File: src/design/icachePkg.sv
package icachePkg;

  // cache geometry
  localparam int AddrWidth    = 32;
  localparam int XLen         = 64;
  localparam int TagWidth     = 21;
  localparam int IndexWidth   = 6;
  localparam int OffsetWidth  = 5;
  localparam int NumSets      = 64;
  localparam int BeatsPerLine = 4;
  localparam int LineWidth    = 256;

  // config register numbers
  // ctrl bit 0 is enable, bit 1 is flush (write one, self clearing)
  localparam logic [1:0] CfgCtrl      = 2'd0;
  localparam logic [1:0] CfgHitCount  = 2'd1;
  localparam logic [1:0] CfgMissCount = 2'd2;

  // controller state encoding
  localparam logic [2:0] StIdle    = 3'd0;
  localparam logic [2:0] StCompare = 3'd1;
  localparam logic [2:0] StMiss    = 3'd2;
  localparam logic [2:0] StFetch   = 3'd3;
  localparam logic [2:0] StReplace = 3'd4;
  localparam logic [2:0] StFlush   = 3'd5;

  // fetch address, seen as a raw word or split into fields
  typedef union packed {
    logic [AddrWidth-1:0] word;
    struct packed {
      logic [TagWidth-1:0]   tag;
      logic [IndexWidth-1:0] index;
      logic [1:0]            beatSel;
      logic [2:0]            byteOff;
    } f;
  } cacheAddrT;

endpackage

File: src/design/icacheCfg.sv
module icacheCfg (
  input  logic        clk,
  input  logic        rst_n,
  input  logic        cfgReq_i,
  input  logic        cfgWe_i,
  input  logic [1:0]  cfgAddr_i,
  input  logic [31:0] cfgWdata_i,
  output logic        cfgAck_o,
  output logic [31:0] cfgRdata_o,
  input  logic        hitPulse_i,
  input  logic        missPulse_i,
  input  logic        flushDone_i,
  output logic        cacheEn_o,
  output logic        flushReq_o
);

  logic [31:0] hitCntQ;
  logic [31:0] missCntQ;
  logic [31:0] rdataQ;
  logic        ackQ;
  logic        enQ;
  logic        flushQ;
  logic        newReq;
  logic        ctrlWrite;
  logic        flushWrite;

  // a request is taken once, before ack and outside a running flush
  assign newReq     = cfgReq_i && !ackQ && !flushQ;
  assign ctrlWrite  = newReq && cfgWe_i && cfgAddr_i == icachePkg::CfgCtrl;
  assign flushWrite = ctrlWrite && cfgWdata_i[1];

  always_ff @(posedge clk or negedge rst_n) begin
    if (!rst_n) begin
      ackQ     <= 1'b0;
      enQ      <= 1'b1;
      flushQ   <= 1'b0;
      rdataQ   <= '0;
      hitCntQ  <= '0;
      missCntQ <= '0;
    end else begin
      // ack waits for the controller when a flush was asked for
      if (flushDone_i || (newReq && !flushWrite)) begin
        ackQ <= 1'b1;
      end else if (!cfgReq_i) begin
        ackQ <= 1'b0;
      end
      if (ctrlWrite) begin
        enQ <= cfgWdata_i[0];
      end
      if (flushWrite) begin
        flushQ <= 1'b1;
      end else if (flushDone_i) begin
        flushQ <= 1'b0;
      end
      if (newReq && !cfgWe_i) begin
        case (cfgAddr_i)
          icachePkg::CfgCtrl:      rdataQ <= {31'd0, enQ};
          icachePkg::CfgHitCount:  rdataQ <= hitCntQ;
          icachePkg::CfgMissCount: rdataQ <= missCntQ;
          default:                 rdataQ <= '0;
        endcase
      end
      // counters saturate at all ones
      if (newReq && cfgWe_i && cfgAddr_i == icachePkg::CfgHitCount) begin
        hitCntQ <= '0;
      end else if (hitPulse_i && hitCntQ != '1) begin
        hitCntQ <= hitCntQ + 32'd1;
      end
      if (newReq && cfgWe_i && cfgAddr_i == icachePkg::CfgMissCount) begin
        missCntQ <= '0;
      end else if (missPulse_i && missCntQ != '1) begin
        missCntQ <= missCntQ + 32'd1;
      end
    end
  end

  assign cfgAck_o   = ackQ;
  assign cfgRdata_o = rdataQ;
  assign cacheEn_o  = enQ;
  assign flushReq_o = flushQ;

endmodule

File: config.mk
export PLATFORM = sky130hd
export DESIGN_NAME = icacheCfg
export DESIGN_NICKNAME = d
export VERILOG_FILES = /design/src/design/icachePkg.sv /design/src/design/icacheCfg.sv
export SDC_FILE = /design/constraint.sdc
export NUM_CORES = 1
export LEC_CHECK = 0
export ABC_AREA = 0
export BUFFER_PORTS_ARGS = -buffer_cell sky130_fd_sc_hd__buf_2
export CAP_MARGIN = 15
export CORE_MARGIN = 4
export CORE_UTILIZATION = 40
export CTS_CLUSTER_SIZE = 30
export DETAILED_ROUTE_END_ITERATION = 7
export PLACE_DENSITY_LB_ADDON = 0.2
export SETUP_SLACK_MARGIN = 0.15
export SLEW_MARGIN = 20
export SYNTH_ARGS = -nofsm -noshare
export SYNTH_HDL_FRONTEND = slang
export SYNTH_SLANG_ARGS = --single-unit
File: constraint.sdc
create_clock -name clk -period 2.7 [get_ports clk]
set_clock_uncertainty 0.05 [all_clocks]
set_input_delay 0.27 -clock clk [delete_from_list [all_inputs] [get_ports clk]]
set_output_delay 0.27 -clock clk [all_outputs]
set_load 0.02 [all_outputs]
==> flow_summary_export.csv <==
group,metric,value,unit
power_and_ir_drop,p_leak,2.40,nW
run,maxCapViolations,0,
timing,period_share,83.6,%
detailed_routing,drtAntennaViolNets,0,
clocking,clkTransAtPathRegs,0.07,ns
run_status,status,"complete, no violations",
power_and_ir_drop,clkPwrFrac,33.8,%
detailed_routing,wl_per_cell,17.4,um
power_and_ir_drop,finalPower,4.01,mW
placement,io_buffers,45,
global_routing,first_global_vias,4341,
global_routing,overflow,0,
cells_and_area,fin_area,5960,um^2
clocking,cts_setup_buffers,0,
timing,finalSetupTns,0,ns
floorplanning,dieArea,14900,um^2
detailed_routing,vias,4533,
detailed_routing,wl,13700,um
cells_and_area,nNetsFinal,650,
power_and_ir_drop,seqPwrFrac,47.8,%
logic_synthesis,synth_ff_type,"dfrtp_1",
clocking,cts-buffers-inserted,9,
timing,clock.fmax,443,MHz
logic_synthesis,synth_fp_nets,610,
power_and_ir_drop,p_comb_share,18.4,%
placement,dp_hpwl,9790,um
clocking,cts_tree,"yes",
cells_and_area,n_fill_cell,1235,
power_and_ir_drop,p_int,2.77,mW
timing,hold_viol_final,0,
global_routing,met1_usage,27.4,%
timing,whs,0.0701,ns
logic_synthesis,ys_types,50,
setup_path,critPathCaptureType,"flop",
floorplanning,io_pins,76,
floorplanning,core-area,12700,um^2
global_routing,antenna_found_initial,0,
floorplanning,dieHeight,122,um
logic_synthesis,async_flop_share,100,%
global_routing,grt_busiest_layer,"met2",
floorplanning,die_x,122,um
global_routing,grt_max_degree,65,
logic_synthesis,synth_area,5200,um^2
detailed_routing,drcViolationCount,0,
worst_hold_path,hp-class,"in -> reg",
detailed_routing,first_pass_iters,7,
clocking,clk_path_buf_depth,2,
cells_and_area,postLayoutCoreUtil,47.0,%
floorplanning,num_rows,41,
logic_synthesis,ys_ff_latch,99,
global_routing,grt_usage,19.4,%
power_and_ir_drop,irDropWorstVdd,344,uV
logic_synthesis,ys_seq_area_share,47.7,%
cells_and_area,drive_above_1_share,15.8,%
timing,rsz0062_at_grt,"no",
setup_path,cp.arrival,2.42,ns
timing,slew_violations,0,
setup_path,crit_required,2.86,ns
power_and_ir_drop,power.switching,1.24,mW
global_routing,grt_util_met3,3.81,%
timing,layout_min_cycle_time,2.26,ns
clocking,cts.sink_count,99,
detailed_routing,viasPerCell,5.78,
global_routing,grt_pass1_wl,22700,um
timing,maxSlewHeadroom,60.2,%
logic_synthesis,yosysWarnings,0,
power_and_ir_drop,power.density,674,nW/um^2
placement,place.gp.congestion,0.879,
logic_synthesis,synthesis.instances,567,
setup_path,crit_fanout,7,
clocking,clock_tree.root_cell,"clkbuf_16",
clocking,cts_htree_levels,3,
placement,dpl_cell_area,5630,um^2
logic_synthesis,synth_edf_count,0,
timing,setup_viol,0,
timing,tightest_slew,0.582,ns
global_routing,use_met2,30.0,%
setup_path,startpoint_type,"flop",
cells_and_area,diodes,0,
floorplanning,initial_core_util,41.0,%
power_and_ir_drop,switching_share,30.9,%
logic_synthesis,synth.avg_cell_area,9.17,um^2
cells_and_area,area_growth_syn_to_layout,14.6,%
setup_path,path_class,"reg -> reg",
clocking,clk_latency,0.36,ns
detailed_routing,first_iter_violations,345,
kinds of logic after synthesis:
kind of cell | share of synthesized area, %
adder cells (fa/ha/maj) | 0.481
buffers and inverters | 3.66
AND/OR/NAND/NOR | 25.0
multiplexers | 0.794
AO/OA/AOI/OAI | 18.0
flip-flops | 47.7
XOR/XNOR | 4.38
path summary, 6_finish.rpt:
check / startpoint / end / slack (ns) / cells after the start
setup reg to reg: hitCntQ[0] / hitCntQ[15] / 0.44 / 6
min in group asynchronous: rst_n / missCntQ[9] / 0.36 / 2
setup / recovery: hitCntQ[0] / hitCntQ[15] / 0.44 / 6
max in group asynchronous: rst_n / cacheEn_o / 1.55 / 3
hold / removal: flushDone_i / flushReq_o / 0.07 / 2
hold reg to reg: cfgRdata_o[17] / cfgRdata_o[17] / 0.47 / 2
registers in the layout, summed over array words and instances (netlist names):
name        count
cacheEn_o       1
cfgAck_o        1
cfgRdata_o     32
flushReq_o      1
hitCntQ        32
missCntQ       32
worst max-delay path: stages, from the launching register on:
cell,delay (ns)
dfrtp_1,0.45
ha_1,0.21
and3_1,0.22
nand4_1,0.31
o31ai_1,0.60
or4_1,0.20
a21oi_1,0.06
cell type report:
type                            instances  area, um^2  area share [%]
Timing Repair Buffer                   61         363            6.09
Tap cell                              172         215            3.61
Inverter                               10        37.5           0.630
Clock buffer                           12         267            4.47
Multi-Input combinational cell        426        2550            42.8
Sequential cell                        99        2480            41.6
Clock inverter                          4        47.5           0.798
stage by stage:
stage               setup slack, ns  cells
CTS                           0.456    784
global placement              0.546    767
detailed placement            0.463    767
floorplan                     0.666    567
global route                  0.221    784
finish                        0.442    784
cell usage in the layout (no fill, tap or decap), types with 10 or more instances in the layout:
| cell | count |
|---|---|
| dfrtp_1 | 98 |
| nor2_1 | 73 |
| a21oi_1 | 60 |
| buf_2 | 44 |
| nand2_1 | 35 |
| a22oi_1 | 31 |
| nand4_1 | 29 |
| o21ai_0 | 24 |
| nand3_1 | 23 |
| xnor2_1 | 20 |
| or3_1 | 19 |
| buf_4 | 15 |
| and3_1 | 10 |
| inv_1 | 10 |
routing by layer:
| layer | up-vias | wire, um |
|---|---|---|
| met5 | - | 0 |
| met3 | 18 | 678 |
| met2 | 105 | 6390 |
| li1 | 2196 | - |
| met4 | 0 | 191 |
| met1 | 2214 | 6400 |
cells in the mapped netlist (5+ instances only):
cell	instances	area [um^2]
nand4_1	29	181
or4_1	9	67.6
clkbuf_1	22	82.6
o211ai_1	5	37.5
nor2_1	73	274
xor2_1	6	52.6
a22oi_1	31	233
nand3_1	23	115
o21ai_0	24	120
and4_1	8	70.1
a21oi_1	60	300
a31o_2	5	43.8
and3_1	10	62.6
nor3_1	8	40.0
or3_1	19	119
nand2_1	35	131
xnor2_1	20	175
inv_1	10	37.5
dfrtp_1	98	2450
nor4_1	7	43.8
what timing repair did:
| item | 4_1_cts | 5_1_grt |
|---|---|---|
| endpoints found under the hold margin | 30 | 0 |
| hold buffers | 1 | 0 |
| gates resized for setup | 0 | 0 |
power groups by stage:
| stage | clock network [mW] | registers (mW) | logic (mW) |
|---|---|---|---|
| finish | 1.36 | 1.92 | 0.737 |
| global placement | 0 | 1.93 | 0.734 |
| global route | 1.45 | 1.95 | 0.836 |
| CTS | 1.38 | 1.92 | 0.747 |
| floorplan | 0 | 2.02 | 0.358 |
| detailed placement | 0 | 1.95 | 0.744 |
(Power assumes the default switching activity.)
