$ cat config.mk
export PLATFORM = sky130hd
export DESIGN_NAME = icacheCtrl
export DESIGN_NICKNAME = d
export VERILOG_FILES = /design/src/design/icachePkg.sv /design/src/design/icacheCtrl.sv
export SDC_FILE = /design/constraint.sdc
export NUM_CORES = 1
export LEC_CHECK = 0
export BUFFER_PORTS_ARGS = -buffer_cell sky130_fd_sc_hd__clkbuf_2
export CAP_MARGIN = 20
export CORE_AREA = 2 2 107 109
export DETAILED_ROUTE_END_ITERATION = 10
export DIE_AREA = 0 0 109 111
export SYNTH_ARGS = -nofsm -noshare
export SYNTH_HDL_FRONTEND = slang
export SYNTH_SLANG_ARGS = --single-unit
$ cat constraint.sdc
create_clock -name clk -period 1.8 [get_ports clk]
set_input_delay 0.18 -clock clk [delete_from_list [all_inputs] [get_ports clk]]
set_output_delay 0.18 -clock clk [all_outputs]
set_load 0.005 [all_outputs]
$ cat src/design/icachePkg.sv
package icachePkg;

  // cache geometry
  localparam int AddrWidth    = 32;
  localparam int XLen         = 64;
  localparam int TagWidth     = 21;
  localparam int IndexWidth   = 6;
  localparam int OffsetWidth  = 5;
  localparam int NumSets      = 64;
  localparam int BeatsPerLine = 4;
  localparam int LineWidth    = 256;

  // config register numbers
  // ctrl bit 0 is enable, bit 1 is flush (write one, self clearing)
  localparam logic [1:0] CfgCtrl      = 2'd0;
  localparam logic [1:0] CfgHitCount  = 2'd1;
  localparam logic [1:0] CfgMissCount = 2'd2;

  // controller state encoding
  localparam logic [2:0] StIdle    = 3'd0;
  localparam logic [2:0] StCompare = 3'd1;
  localparam logic [2:0] StMiss    = 3'd2;
  localparam logic [2:0] StFetch   = 3'd3;
  localparam logic [2:0] StReplace = 3'd4;
  localparam logic [2:0] StFlush   = 3'd5;

  // fetch address, seen as a raw word or split into fields
  typedef union packed {
    logic [AddrWidth-1:0] word;
    struct packed {
      logic [TagWidth-1:0]   tag;
      logic [IndexWidth-1:0] index;
      logic [1:0]            beatSel;
      logic [2:0]            byteOff;
    } f;
  } cacheAddrT;

endpackage

$ cat src/design/icacheCtrl.sv
module icacheCtrl (
  input  logic                       clk,
  input  logic                       rst_n,
  input  logic                       valid_i,
  input  icachePkg::cacheAddrT       addr_i,
  input  logic                       hold_i,
  output logic                       addrOk_o,
  output logic                       dataOk_o,
  output logic [icachePkg::XLen-1:0] rdData_o,
  output logic                       missBusy_o,
  input  logic                       cacheEn_i,
  input  logic                       flushReq_i,
  output logic                       flushDone_o,
  output logic                       hitPulse_o,
  output logic                       missPulse_o,
  input  logic                       way0Hit_i,
  input  logic                       way1Hit_i,
  input  logic                       victim_i,
  output icachePkg::cacheAddrT       lookupAddr_o,
  output logic                       tagWe_o,
  output logic                       flushAll_o,
  output logic                       dataWe_o,
  output logic                       weWay_o,
  output logic                       fillStart_o,
  input  logic                       fillDone_i,
  input  logic [icachePkg::XLen-1:0] bufferWord_i,
  input  logic [icachePkg::XLen-1:0] arrayWord_i
);

  logic [2:0]           stateQ;
  logic [2:0]           stateD;
  logic                 startedQ;
  logic                 filledQ;
  icachePkg::cacheAddrT reqQ;
  logic                 inIdle;
  logic                 inCompare;
  logic                 inReplace;
  logic                 dataReady;
  logic                 accept;

  assign inIdle    = stateQ == icachePkg::StIdle;
  assign inCompare = stateQ == icachePkg::StCompare;
  assign inReplace = stateQ == icachePkg::StReplace;

  // disabled cache only answers from the refill buffer
  assign dataReady = inCompare && (cacheEn_i ? (way0Hit_i || way1Hit_i) : filledQ);

  assign addrOk_o     = startedQ && ((inIdle && !flushReq_i) || (dataReady && !hold_i));
  assign accept       = valid_i && addrOk_o;
  assign lookupAddr_o = accept ? addr_i : reqQ;

  assign dataOk_o    = dataReady;
  assign rdData_o    = (!cacheEn_i && filledQ) ? bufferWord_i : arrayWord_i;
  assign missBusy_o  = (inCompare && !dataReady) || stateQ == icachePkg::StMiss ||
                       stateQ == icachePkg::StFetch || inReplace;
  // a word served after a refill was already counted as a miss
  assign hitPulse_o  = dataReady && !hold_i && !filledQ;
  assign missPulse_o = inCompare && !dataReady;

  assign fillStart_o = stateQ == icachePkg::StMiss;
  assign tagWe_o     = inReplace && cacheEn_i;
  assign dataWe_o    = inReplace && cacheEn_i;
  assign weWay_o     = victim_i;
  assign flushAll_o  = stateQ == icachePkg::StFlush;
  assign flushDone_o = stateQ == icachePkg::StFlush;

  always_comb begin
    stateD = stateQ;
    case (stateQ)
      icachePkg::StIdle: begin
        if (startedQ && flushReq_i) begin
          stateD = icachePkg::StFlush;
        end else if (accept) begin
          stateD = icachePkg::StCompare;
        end
      end
      icachePkg::StCompare: begin
        if (!dataReady) begin
          stateD = icachePkg::StMiss;
        end else if (!hold_i && !accept) begin
          stateD = icachePkg::StIdle;
        end
      end
      icachePkg::StMiss:    stateD = icachePkg::StFetch;
      icachePkg::StFetch: begin
        if (fillDone_i) begin
          stateD = icachePkg::StReplace;
        end
      end
      icachePkg::StReplace: stateD = icachePkg::StCompare;
      default:              stateD = icachePkg::StIdle;
    endcase
  end

  always_ff @(posedge clk or negedge rst_n) begin
    if (!rst_n) begin
      stateQ   <= icachePkg::StIdle;
      startedQ <= 1'b0;
      filledQ  <= 1'b0;
      reqQ     <= '0;
    end else begin
      stateQ   <= stateD;
      startedQ <= 1'b1;
      reqQ     <= lookupAddr_o;
      if (inReplace) begin
        filledQ <= 1'b1;
      end else if (dataReady && !hold_i) begin
        filledQ <= 1'b0;
      end
    end
  end

  // the refill only completes while the FSM waits for it
  aFillInFetch: assert property (@(posedge clk) disable iff (!rst_n)
    fillDone_i |-> stateQ == icachePkg::StFetch);

endmodule

==> metrics.yaml <==
floorplan:
  start_util_pct: 22.16
  core_um2: 11080
  io_pins: 277
  die_h_um: 111
  dieWidth_um: 109
  die_area_um2: 12100
  num_rows: 39
yosys:
  synth_top_area_share_pct: 37.72
  netlist_area_um2: 2455
  synth.avg_cell_area_um2: 13.49
  synthTopCellsByCount: "mux2_2 (67), dfrtp_1 (37), mux2_4 (29), buf_2 (6)"
  synth_fp_nets: 352
  synthDistinctLibCells: 30
  synthArstFlopShare_pct: 100.0
  yosysWarnings: 0
  yosys.cell_count.top_type: "mux2_2"
  ys.flop_type: "dfrtp_1"
  ys_seq_area_share_pct: 37.72
  synthCells: 182
  ys_seq_elements: 37
  synth.top_cells.by_area: "dfrtp_1 (38%), mux2_2 (31%), mux2_4 (18%), buf_6 (1.4%), buf_2 (1.2%)"
  synth_largest_area_cell: "dfrtp_1"
  synth_edf_count: 0
place:
  gp_congestion: 0.8866
  postPlaceCellArea_um2: 4056
  io_buffers: 274
  dp_hpwl_mm: 8.324
clocking:
  path_clk_slew_ns: 0.06
  cts_buffers: 5
  insertion_delay_ns: 0.27
  h-tree-depth: 2
  cts_tree: "done"
  clock_path_buffers: 2
  cts_num_sinks: 37
  cts_root_buf: "clkbuf_16"
power:
  power.leakage_nw: 2.809
  fin_total_pwr_mw: 5.858
  vdd_drop_max_v: 0.0008774
  power.density_nw_per_um2: 1245
setup_path:
  r2r_cells: 5
  path_depth: 6
  crit_family: "flip-flops"
  endpoint: "lookupAddr_o[29]"
  cp_slowest_cell: "dfrtp_1"
  crit_buf_inv: 3
  r2r-end: "reqQ[29]"
  rrSetupSlack_ns: 0.11
  required_ns: 1.62
  arrival_ns: 1.96
  r2r_start: "stateQ[0]"
  end_kind: "output port"
  crit_chain: "inv_2 > o41ai_4 > nand4_4 > buf_12 > mux2_4 > clkbuf_2"
  critPathLaunchType: "register"
  critPathLaunch: "stateQ[0]"
  critPathMaxFanout: 18
  slowest_delay_ns: 0.39
  timing_worst_setup_path_type: "register to output port"
final_layout:
  finish.utilization_pct: 42.47
  final_area_um2: 4705
  fill_cells: 1051
  antenna_cells: 0
  layout-drive-gt1-share_pct: 86.95
  fin_nets: 644
  area_growth_pct: 91.64
timing:
  min_period_ns: 2.141
  finClkSkew_ns: 0.003167
  post-route-period-util_pct: 119.0
  hold_violations: 0
  worst_hold_slack_ns: 0.1482
  setup_viol: 65
  maxSlewViolCount: 0
  fin_ws_ns: -0.3415
  setup_tns_ns: -11.37
  rsz0062_at_grt: "true"
  fmax_mhz: 467.0
routing:
  wire_per_inst_um: 17.49
  first_pass_iters: 4
  ant_nets: 0
  vias: 2714
  routed_wl_mm: 10.81
  drc: 0
  drtIter0Drc: 125
  via_per_inst: 4.392
global_route:
  grt_pass1_wl_mm: 14.84
  grt_max_degree: 24
  track_usage_pct: 15.99
  grt_overflow: 0
  grt_antenna_before_repair: 0
  grt_pass1_vias: 2776
status:
  outcome: "finished with violations"
  violations: "setup timing"
job:
  max-cap-violations: 0
min_path:
  hold_path_startpoint: "addr_i[3]"
  worst_hold_path_type: "input port to register"
==> report_power, final <==
group	internal [mW]	leakage, nW	switching (mW)
sequential	1.24	0.446	0.149
combinational	2.17	2.28	1.41
clock	0.585	0.0799	0.313
==> worst register-to-register path, cell delays in order, from the launching register on <==
cell and delay, ns:
dfrtp_1 0.39, inv_2 0.07, o41ai_4 0.39, nand4_4 0.20
buf_12 0.21, mux2_4 0.32
==> registers in the layout, summed over array words and instances, names as in the netlist <==
register,flops
reqQ,32
stateQ,3
filledQ,1
startedQ,1
==> through the flow <==
stage / cells / setup slack [ns]
6_report: 618 / -0.3415
5_1_grt: 618 / -0.4110
4_1_cts: 616 / -0.3542
3_5_place_dp: 599 / -0.1209
3_3_place_gp: 599 / -0.08497
2_1_floorplan: 182 / 0.03826
==> cell usage in the layout, fill, tap and decap left out, types with 2 or more instances in the layout <==
cell       instances
nor2_1             2
clkbuf_2         273
mux2_4            87
nor2_2             2
nand2_1            2
inv_1              2
mux2_2             9
o21ba_2            2
buf_4              9
clkbuf_16          7
nor3b_1            3
dfrtp_1           37
buf_8              2
buf_16             4
nand3_1            2
buf_12             5
buf_6              4
clkbuf_8           2
==> routing by layer <==
metal | GRT usage [%] | wire length (µm)
met5 | 0 | 0
met4 | 3.846 | 201
met1 | 17.87 | 4069
met2 | 29.07 | 5400
met3 | 4.879 | 1139
==> kinds of logic after synthesis <==
| group | Yosys count | synth area share [%] |
|---|---|---|
| buf+inv | 18 | 4.587 |
| simple gates | 21 | 5.403 |
| compound gates | 9 | 3.670 |
| flops | 37 | 37.72 |
| mux | 96 | 48.47 |
| other cells | 1 | 0.1528 |
==> what timing repair did <==
action,in CTS,in global routing
setup endpoints to repair,81,98
hold buffers,1,0
setup buffers,4,1
pin swaps,1,0
gates cloned,4,2
endpoints found under the hold margin,14,0
resized for setup,42,35
==> how the worst min path moves through the flow <==
stage,to,slack (ns),cells past startpoint
6_report,reqQ[3],0.15,2
5_1_grt,reqQ[9],0.14,2
4_1_cts,reqQ[3],0.14,2
3_5_place_dp,reqQ[5],0.11,1
3_3_place_gp,reqQ[6],0.11,1
2_1_floorplan,filledQ,-0.12,0
==> final cells by class <==
| class | instances | area [µm²] | share of cell area [%] |
|---|---|---|---|
| sequential | 37 | 925.9 | 19.68 |
| clock inverter | 1 | 5.005 | 0.1064 |
| inverter | 3 | 11.26 | 0.2394 |
| tap | 143 | 178.9 | 3.803 |
| clock buffer | 7 | 152.6 | 3.245 |
| timing repair buffer | 300 | 1779 | 37.82 |
| multi-input combinational | 127 | 1652 | 35.11 |
No activity file was read; power rests on OpenSTA's default activity.
