## config.mk

```make
export PLATFORM = sky130hd
export DESIGN_NAME = icacheRefill
export DESIGN_NICKNAME = d
export VERILOG_FILES = /design/src/design/icachePkg.sv /design/src/design/icacheRefill.sv
export SDC_FILE = /design/constraint.sdc
export NUM_CORES = 1
export LEC_CHECK = 0
export BUFFER_PORTS_ARGS = -buffer_cell sky130_fd_sc_hd__buf_2
export CAP_MARGIN = 10
export CORE_AREA = 10 10 170 172
export CTS_CLUSTER_DIAMETER = 200
export DETAILED_ROUTE_END_ITERATION = 8
export DIE_AREA = 0 0 180 182
export GPL_TIMING_DRIVEN = 0
export HOLD_SLACK_MARGIN = 0.1
export PLACE_DENSITY = 0.81
export SYNTH_ARGS = -nofsm -noshare
export SYNTH_HDL_FRONTEND = slang
export SYNTH_SLANG_ARGS = --single-unit
```

## constraint.sdc

```tcl
create_clock -name clk -period 4.7 [get_ports clk]
set_clock_uncertainty 0.15 [all_clocks]
set_input_delay 0 -clock clk [delete_from_list [all_inputs] [get_ports clk]]
set_output_delay 0 -clock clk [all_outputs]
set_load 0.005 [all_outputs]
```

## src/design/icachePkg.sv

```systemverilog
package icachePkg;

  // cache geometry
  localparam int AddrWidth    = 32;
  localparam int XLen         = 64;
  localparam int TagWidth     = 21;
  localparam int IndexWidth   = 6;
  localparam int OffsetWidth  = 5;
  localparam int NumSets      = 64;
  localparam int BeatsPerLine = 4;
  localparam int LineWidth    = 256;

  // config register numbers
  // ctrl bit 0 is enable, bit 1 is flush (write one, self clearing)
  localparam logic [1:0] CfgCtrl      = 2'd0;
  localparam logic [1:0] CfgHitCount  = 2'd1;
  localparam logic [1:0] CfgMissCount = 2'd2;

  // controller state encoding
  localparam logic [2:0] StIdle    = 3'd0;
  localparam logic [2:0] StCompare = 3'd1;
  localparam logic [2:0] StMiss    = 3'd2;
  localparam logic [2:0] StFetch   = 3'd3;
  localparam logic [2:0] StReplace = 3'd4;
  localparam logic [2:0] StFlush   = 3'd5;

  // fetch address, seen as a raw word or split into fields
  typedef union packed {
    logic [AddrWidth-1:0] word;
    struct packed {
      logic [TagWidth-1:0]   tag;
      logic [IndexWidth-1:0] index;
      logic [1:0]            beatSel;
      logic [2:0]            byteOff;
    } f;
  } cacheAddrT;

endpackage

```

## src/design/icacheRefill.sv

```systemverilog
module icacheRefill (
  input  logic                            clk,
  input  logic                            rst_n,
  input  logic                            start_i,
  input  icachePkg::cacheAddrT            lineAddr_i,
  output logic                            memRdValid_o,
  input  logic                            memRdReady_i,
  output logic [icachePkg::AddrWidth-1:0] memAddr_o,
  input  logic [icachePkg::XLen-1:0]      memData_i,
  input  logic                            memDataValid_i,
  input  logic                            memLast_i,
  output logic                            done_o,
  output logic [icachePkg::LineWidth-1:0] line_o,
  output logic [icachePkg::XLen-1:0]      bufferWord_o
);

  icachePkg::cacheAddrT            addrQ;
  logic                            reqQ;
  logic                            collectQ;
  logic [1:0]                      beatCnt;
  logic [icachePkg::LineWidth-1:0] bufferQ;
  logic                            beatTake;

  assign beatTake = collectQ && memDataValid_i;

  always_ff @(posedge clk or negedge rst_n) begin
    if (!rst_n) begin
      reqQ     <= 1'b0;
      collectQ <= 1'b0;
      beatCnt  <= '0;
    end else if (start_i) begin
      reqQ <= 1'b1;
    end else if (reqQ && memRdReady_i) begin
      // burst accepted, beats follow
      reqQ     <= 1'b0;
      collectQ <= 1'b1;
      beatCnt  <= '0;
    end else if (beatTake) begin
      beatCnt <= beatCnt + 2'd1;
      if (memLast_i) begin
        collectQ <= 1'b0;
      end
    end
  end

  always_ff @(posedge clk) begin
    if (start_i) begin
      addrQ <= lineAddr_i;
    end
    if (beatTake) begin
      bufferQ[beatCnt*icachePkg::XLen +: icachePkg::XLen] <= memData_i;
    end
  end

  assign memRdValid_o = reqQ;
  assign memAddr_o    = {addrQ.f.tag, addrQ.f.index, {icachePkg::OffsetWidth{1'b0}}};
  assign done_o       = beatTake && memLast_i;
  assign line_o       = bufferQ;
  assign bufferWord_o = bufferQ[addrQ.f.beatSel*icachePkg::XLen +: icachePkg::XLen];

  // burst length is fixed at four beats
  aLastOnBeat3: assert property (@(posedge clk) disable iff (!rst_n)
    beatTake && memLast_i |-> beatCnt == 2'd3);

endmodule

```

==> out/results.ini, run 1 <==
[setup_path]
worstPathRequired_ps = 4950
crit_arrival_ps = 3300
cp-end-kind = register
cp_num_buf_inv = 4
path_delay_family = buffers and inverters
cpMostUsedCell = inv_2
critPathSlowestCell = clkbuf_1
r2r_start = beatCnt[0]
r2r_slack_ps = 1650
worstPathCellList = inv_2 -> ha_1 -> inv_2 -> and4_1 -> buf_2 -> clkbuf_1 -> and2_1
path_class = register to register
crit_path_max_incr_delay_ps = 830
startpoint_type = register
r2r_end = line_o[15]
cp_max_fo = 11
reg2reg_depth = 7

[logic_synthesis]
synth.distinct_cells = 29
yosys_warnings = 0
synth_compound_area_frac = 0.00365
yosysSeqAreaShare = 0.701
synthMuxAreaShare = 0.117
synthesis.area_um2 = 12400
synthXorXnorAreaFrac = 0
syn_avg_cell_area_um2 = 16.2
synth_top_family_by_area = simple AND/OR/NAND/NOR gates
synthCells = 765
synth-simple-area-share = 0.134
synth-seq-cells = 289
synth_fa_ha_area_frac = 0.00506

[min_path]
hold_path_startpoint = memData_i[47]
holdPathEnd = line_o[47]
hold_class = primary input to register
min_path_cells = 3

[sta]
layout_setup_ws_ps = 1650
fin_crit_sh = 0.650
drv_slew = 0
fin_setup_tns_ps = 0
finalHoldViolations = 0
whs_ps = 156
slew_headroom = 0.291
rsz0062_at_grt = no
tightest_slew_ps = 1060
fmax_mhz = 327
fin_crit_ps = 3050
setup-violations-final = 0

[clocking]
ctsHtreeMaxLevel = 1
clk_latency_ps = 540
clkTransAtPathRegs_ps = 60
cts_sinks = 289
root_buffer = clkbuf_16
cts_inserted_buffers = 29
clock_path_buffers = 3
tritoncts = done
cts_setup_buffers = 0

[grt]
grt_antenna_before_repair = 2
grtUsageMet2 = 0.504
grt_max_degree = 41
grt_pass1_vias = 10300
grtUsageMet3 = 0.0724
grt_pass1_wl_mm = 70.2
overflow = 0
met1_usage = 0.328
track_usage = 0.287
grt-busiest-layer = met2

[placement]
gp_congestion = 0.863
post_dp_cell_area_um2 = 15100
portBuffers = 447
dpl_worst_slack_ps = 1730
dp_hpwl_mm = 33.3

[power]
ir_drop_v = 0.000241
cellLeakagePower_nw = 6.94
power.density_nw_per_um2 = 404

[floorplan]
io_pins = 456
rows = 59
die-area_um2 = 32800
start_util = 0.482
core-area_um2 = 25600
fp.dieW_um = 180
die_h_um = 182

[cells_and_area]
area_delta_synth_final_pct = 40.7
drive_above_1_share = 0.439
fin_area_um2 = 17400
num-nets-final = 1490
multi_input_area_um2 = 3250
seq_area_um2 = 8660
num-fill-cells = 1717

[routing]
ant_nets = 0
drc_errors = 0
initialDrtViolationCount = 1156
routed_wl_mm = 48.5
vias = 9586
first_pass_iters = 5
vias_per_cell = 5.51
wl_per_cell_um = 27.9

[flow_run]
drv_cap = 0

[run_status]
outcome = finished clean

-- registers in the layout, summed over array words and instances, names as in the netlist --
| name | flops |
|---|---|
| beatCnt | 2 |
| line_o | 256 |
| memRdValid_o | 1 |
| collectQ | 1 |
| addrQ | 29 |
-- per-layer routing --
| layer | vias up | part of all wire |
|---|---|---|
| li1 | 3999 | - |
| met1 | 4686 | 0.34 |
| met2 | 779 | 0.51 |
| met3 | 122 | 0.10 |
| met4 | 0 | 0.040 |
| met5 | - | 0 |
-- cells in the mapped netlist (all sizes together) --
cell type	n	share of area
and3	5	0.0025
nand2b	47	0.024
and4	1	0.00071
nor2	142	0.044
or3b	1	0.00091
nand3b	1	0.00061
mux4	64	0.12
and2	115	0.058
a22oi	1	0.00061
clkbuf	17	0.0053
inv	4	0.0012
ha	5	0.0051
nor3	2	0.0016
edfxtp	285	0.69
buf	59	0.033
dfrtp	4	0.0081
or3	2	0.0010
nand3	1	0.00040
o21ai	3	0.0012
a21o	1	0.00061
o31ai	2	0.0012
nand2	2	0.00061
conb	1	0.00030
-- placed cells by master, fill, tap and decap left out, types with 2 or more instances in the layout --
master,netlist,routed
nand2b_1,47,47
nand2_1,2,2
buf_6,6,6
nor2_1,141,141
dfrtp_1,4,4
inv_2,2,2
diode_2,0,3
and3_4,0,4
or3_1,2,2
buf_2,14,461
and2_1,115,115
conb_1,1,5
inv_1,2,2
clkinv_1,0,5
buf_12,0,3
buf_1,6,6
dlygate4sd3_1,0,132
buf_4,33,33
o31ai_1,2,2
clkbuf_16,0,29
clkbuf_1,16,24
edfxtp_1,285,285
nor3_2,2,2
o21ai_0,3,3
bufinv_16,0,4
ha_1,5,5
mux4_2,64,64
-- worst max-delay path by stage --
stage                          start     endpoint  slack, ps  cells after the start
after CTS                 beatCnt[0]  line_o[183]       1730                      6
after global routing      beatCnt[0]  line_o[183]       1580                      6
after floorplan           beatCnt[0]    line_o[0]       1720                      3
final                     beatCnt[0]   line_o[15]       1650                      7
after detailed placement  beatCnt[0]  line_o[183]       1730                      6
after global placement    beatCnt[0]   line_o[62]        500                      3
-- worst register-to-register path: stages (launching register included) --
cell and delay (ps):
dfrtp_1 500, inv_2 150, ha_1 390, inv_2 130
and4_1 210, buf_2 300, clkbuf_1 840, and2_1 260
-- per-stage QoR --
stage | instances | power, mW | utilization
after floorplan | 769 | 3.90 | -
after global placement | 1551 | 4.63 | 0.587
after detailed placement | 1555 | 4.67 | 0.591
after CTS | 1736 | 6.99 | 0.678
after global routing | 1736 | 7.23 | 0.678
final | 1739 | 7.03 | 0.679
-- cell families (layout without fill, tap and decap cells) --
logic type	count (synthesis)	in the layout
DFF	289	289
and+or+nand+nor	319	319
adders and majority gates	5	5
buffers and inverters	80	712
muxes	64	64
AOI/OAI and AO/OA	7	7
other	1	8
-- final cells by class --
class                   instances  share of cell area
diodes                          3            0.000432
inverters                       4            0.000864
multi-input cells             400               0.187
well taps                     335              0.0241
plain buffers                  76              0.0272
clock buffers                  37              0.0435
repair buffers                583               0.210
clock inverters                12             0.00921
flip-flops and latches        289               0.498
-- report_power, final --
part	leakage (nW)	switching (mW)	internal, mW
Clock	0.440	0.944	1.34
Sequential	2.76	0.112	3.08
Combinational	3.74	0.920	0.626
-- repair_timing --
action                                  in CTS  in global routing
endpoints found under the hold margin      439                  0
resized for setup                            0                  0
hold buffers                               132                  0
endpoints found under the setup margin       0                  0
No activity file was read; power rests on OpenSTA's default activity.
==> run 2: changes to the inputs <==
--- a/config.mk
+++ b/config.mk
@@ -7,13 +7,13 @@
 export LEC_CHECK = 0
 export BUFFER_PORTS_ARGS = -buffer_cell sky130_fd_sc_hd__buf_2
 export CAP_MARGIN = 10
-export CORE_AREA = 10 10 170 172
+export CORE_MARGIN = 10
+export CORE_UTILIZATION = 50
 export CTS_CLUSTER_DIAMETER = 200
 export DETAILED_ROUTE_END_ITERATION = 8
-export DIE_AREA = 0 0 180 182
 export GPL_TIMING_DRIVEN = 0
 export HOLD_SLACK_MARGIN = 0.1
-export PLACE_DENSITY = 0.81
+export PLACE_DENSITY = 0.83
 export SYNTH_ARGS = -nofsm -noshare
 export SYNTH_HDL_FRONTEND = slang
 export SYNTH_SLANG_ARGS = --single-unit
==> constraint.sdc (replaced) <==
create_clock -name clk -period 3 [get_ports clk]
set_clock_uncertainty 0.15 [all_clocks]
set_input_delay 0 -clock clk [delete_from_list [all_inputs] [get_ports clk]]
set_output_delay 0 -clock clk [all_outputs]
set_load 0.005 [all_outputs]
==> out/results.ini, run 2 (same netlist as run 1, synthesis figures left out) <==
[setup_path]
path_delay_family = buffers and inverters
crit_path_max_incr_delay_ps = 640
worstPathRequired_ps = 3100
cp_num_buf_inv = 3
startpoint_type = register
worstPathCellList = inv_2 -> ha_1 -> clkbuf_1 -> clkbuf_1 -> nand2b_1 -> nor2_1
path_class = register to register
critPathSlowestCell = clkbuf_1
cp-end-kind = register
crit_arrival_ps = 2990
cpMostUsedCell = clkbuf_1
cp_max_fo = 10

[power]
power.density_nw_per_um2 = 628
finalPower_mw = 10.9
ir_drop_v = 0.000419
cellLeakagePower_nw = 6.93

[min_path]
hold_class = primary input to register

[flow_run]
drv_cap = 0

[sta]
whs_ps = 160
finalHoldViolations = 0
fmax_mhz = 346
drv_slew = 0
tightest_slew_ps = 969
slew_headroom = 0.354
setup-violations-final = 0
fin_setup_tns_ps = 0
fin_crit_ps = 2890
fin_crit_sh = 0.964

[clocking]
tritoncts = done
clk_latency_ps = 530
ctsHtreeMaxLevel = 1
clock_path_buffers = 3
cts_sinks = 289
cts_setup_buffers = 0
clkTransAtPathRegs_ps = 60
cts_inserted_buffers = 29
root_buffer = clkbuf_16

[floorplan]
fp.dieW_um = 177
start_util = 0.508
core-area_um2 = 24300
die_h_um = 177
die-area_um2 = 31400
rows = 57
io_pins = 456

[cells_and_area]
drive_above_1_share = 0.442
fin_cells = 1728
final_cell_mix = buf_2, edfxtp_1, nor2_1
largest_reg_flops = 256
final_common_cell = buf_2
seq_area_um2 = 8660
num-fill-cells = 1497
num-nets-final = 1490
multi_input_area_um2 = 3250
area_delta_synth_final_pct = 40.1

[routing]
first_pass_iters = 5
m1WireLength_mm = 15.8
wl_met2_mm = 24.6
vias = 9828
highest-signal-layer = met5
drc_errors = 0
wl_met3_mm = 6.20
ant_nets = 0
routed_wl_mm = 49.3
wl_per_cell_um = 28.5
vias_per_cell = 5.69
initialDrtViolationCount = 1278

[placement]
dp.cells = 1544
portBuffers = 447
gp_congestion = 0.818
dp_hpwl_mm = 32.7

[run_status]
outcome = finished clean

[grt]
grt_pass1_vias = 10400
track_usage = 0.302
overflow = 0
grt_antenna_before_repair = 3
grt_max_degree = 38
grt_pass1_wl_mm = 69.7

run 2: changes by cell type in the layout (fill, tap and decap cells not counted), sizes merged:
| cell | previous run | this run |
|---|---|---|
| clkinv | 6 | 11 |
| bufinv | 4 | 2 |
| diode | 3 | 1 |
| inv | 5 | 4 |
run 2: final cells by class:
cell class	count	area share
clock buffer	37	0.0436
clock inverter	14	0.00672
tap	324	0.0234
inverter	4	0.000867
buffer	76	0.0275
antenna	1	0.000145
multi-input combinational	400	0.187
sequential	289	0.500
timing repair buffer	583	0.210
run 2: worst paths after layout:
kind,slack (ps),to,cells after the start,start
setup / recovery,110,line_o[171],6,beatCnt[0]
hold / removal,160,line_o[62],3,memData_i[62]
setup reg to reg,110,line_o[171],6,beatCnt[0]
hold reg to reg,480,beatCnt[1],2,beatCnt[1]
max in group asynchronous,2240,collectQ,3,rst_n
min in group asynchronous,270,memRdValid_o,3,rst_n
run 2: through the flow:
step	setup WS (ps)	utilization	instance area, um2
after global placement	-1220	0.617	15000
after detailed placement	128	0.621	15100
after global routing	-4.86	0.712	17300
after floorplan	20.4	-	12400
final	107	0.712	17300
after CTS	126	0.712	17300
run 2: routing by layer:
layer	track usage	up-vias
met5	0	-
met4	0.147	2
met3	0.0896	175
met2	0.524	877
met1	0.333	4775
li1	-	3999
run 2: tightest hold or removal path, cell delays in order:
cell and delay, ps:
dlygate4sd3_1 510, buf_2 110, and2_1 120
run 2: where the power goes:
group          internal (mW)  total, mW  switching [mW]  leakage (nW)
clock network           1.94       3.43            1.49         0.427
logic                  0.982       2.44            1.45          3.74
registers               4.83       5.00           0.171          2.76
total                   7.75       10.9            3.12          6.93
run 2: timing repair:
| action | in CTS | in global routing |
|---|---|---|
| setup endpoints to repair | 0 | 18 |
| hold buffers | 132 | 0 |
| endpoints found under the hold margin | 442 | 0 |
| gates resized for setup | 0 | 9 |
==> run 3: changes to the inputs <==
--- a/config.mk
+++ b/config.mk
@@ -9,7 +9,7 @@
 export CAP_MARGIN = 10
 export CORE_MARGIN = 10
 export CORE_UTILIZATION = 50
-export CTS_CLUSTER_DIAMETER = 200
+export CTS_CLUSTER_DIAMETER = 50
 export DETAILED_ROUTE_END_ITERATION = 8
 export GPL_TIMING_DRIVEN = 0
 export HOLD_SLACK_MARGIN = 0.1
==> constraint.sdc (replaced) <==
create_clock -name clk -period 2.8 [get_ports clk]
set_clock_uncertainty 0.15 [all_clocks]
set_input_delay 0 -clock clk [delete_from_list [all_inputs] [get_ports clk]]
set_output_delay 0 -clock clk [all_outputs]
set_load 0.005 [all_outputs]
==> out/results.ini, run 3 (same netlist as run 1, synthesis figures left out) <==
[grt]
track_usage = 0.305
grt_antenna_before_repair = 3
grt_max_degree = 50
grt_pass1_vias = 10300
overflow = 0
grt_pass1_wl_mm = 70.3

[cells_and_area]
fin_cells = 1724
num-fill-cells = 1497
fin_area_um2 = 17300
drive_above_1_share = 0.447
final_common_cell = buf_2
num-nets-final = 1487
final_cell_mix = buf_2, edfxtp_1, nor2_1
largest_reg_flops = 256
area_delta_synth_final_pct = 40.4
utilization = 0.713

[clocking]
cts_sinks = 289
ctsHtreeMaxLevel = 1
root_buffer = clkbuf_16
clkTransAtPathRegs_ps = 60
cts_setup_buffers = 0
tritoncts = done
cts_inserted_buffers = 30
clock_path_buffers = 3
clk_latency_ps = 550

[routing]
vias_per_cell = 5.67
ant_nets = 0
drc_errors = 0
initialDrtViolationCount = 1133
wl_per_cell_um = 28.6
vias = 9776
routed_wl_mm = 49.3
first_pass_iters = 5

[floorplan]
fp.dieW_um = 177
core-area_um2 = 24300
die-area_um2 = 31400
io_pins = 456
start_util = 0.508
die_h_um = 177
rows = 57

[setup_path]
worstPathRequired_ps = 2650
path_delay_family = buffers and inverters
startpoint_type = register
worstPathCellList = clkbuf_2 -> buf_1 -> mux4_2 -> buf_2
path_class = register to output port
crit_path_max_incr_delay_ps = 680
cp-end-kind = output port
cp_max_fo = 10
crit_arrival_ps = 2560
critPathSlowestCell = buf_1
cp_num_buf_inv = 3

[power]
ir_drop_v = 0.000552
power.density_nw_per_um2 = 681
finalPower_mw = 11.8
cellLeakagePower_nw = 6.95

[placement]
portBuffers = 447
gp_congestion = 0.918
dp_hpwl_mm = 33.1
dp.cells = 1544
post_dp_cell_area_um2 = 15100

[flow_run]
drv_cap = 0

[sta]
slew_headroom = 0.276
drv_slew = 0
fmax_mhz = 369
rsz0062_at_grt = no
setup-violations-final = 0
fin_crit_sh = 0.969
tightest_slew_ps = 1090
fin_crit_ps = 2710
whs_ps = 120
finalHoldViolations = 0

[min_path]
hold_class = primary input to register

[run_status]
outcome = finished clean

==> run 3: metrics by stage <==
| stage | setup WS, ps | setup TNS [ps] |
|---|---|---|
| 3_5_place_dp | -134 | -3510 |
| 2_1_floorplan | 65.6 | 0 |
| 6_report | 88.0 | 0 |
| 3_3_place_gp | -1070 | -144530 |
| 4_1_cts | 16.2 | 0 |
| 5_1_grt | 11.3 | 0 |
==> run 3: final cells by class <==
class	instances	area [um2]	area share
multi-input cells	400	3250	0.187
well taps	324	405	0.0234
repair buffers	579	3610	0.208
clock inverters	12	113	0.00649
diodes	1	2.50	0.000144
clock buffers	39	806	0.0464
plain buffers	76	490	0.0283
inverters	4	15.0	0.000865
flip-flops and latches	289	8660	0.499
==> run 3: repair_timing <==
action,in CTS,in global routing
gates resized for setup,7,5
cloned,0,0
hold endpoints to repair,426,0
setup endpoints to repair,89,21
hold buffers,128,0
==> run 3: worst paths after layout <==
kind / start / to / slack, ps / cells after the start
setup / recovery: addrQ[4] / bufferWord_o[17] / 90 / 4
hold / removal: memData_i[36] / line_o[36] / 120 / 3
setup reg to reg: beatCnt[0] / line_o[159] / 100 / 6
hold reg to reg: memRdValid_o / memRdValid_o / 470 / 1
max in group asynchronous: rst_n / beatCnt[0] / 2070 / 3
min in group asynchronous: rst_n / memRdValid_o / 250 / 3
==> run 3: worst register-to-register path, cell delays in order, from the launching register on <==
cell and delay (ps):
dfrtp_1 460, inv_2 170, ha_1 270, clkbuf_2 390, clkbuf_1 660, nand2b_1 270, nor2_1 50
==> run 3: layer usage <==
metal	vias up	wire, um	global-route usage
li1	4012	-	-
met1	4771	16400	0.344
met2	827	24700	0.529
met3	160	5780	0.0873
met4	6	2400	0.132
met5	-	63	0
==> run 3: report_power, final <==
| part | internal [mW] | switching (mW) | leakage, nW | total, mW |
|---|---|---|---|---|
| logic | 1.06 | 1.57 | 3.75 | 2.63 |
| clock network | 2.19 | 1.62 | 0.440 | 3.81 |
| registers | 5.18 | 0.187 | 2.76 | 5.37 |
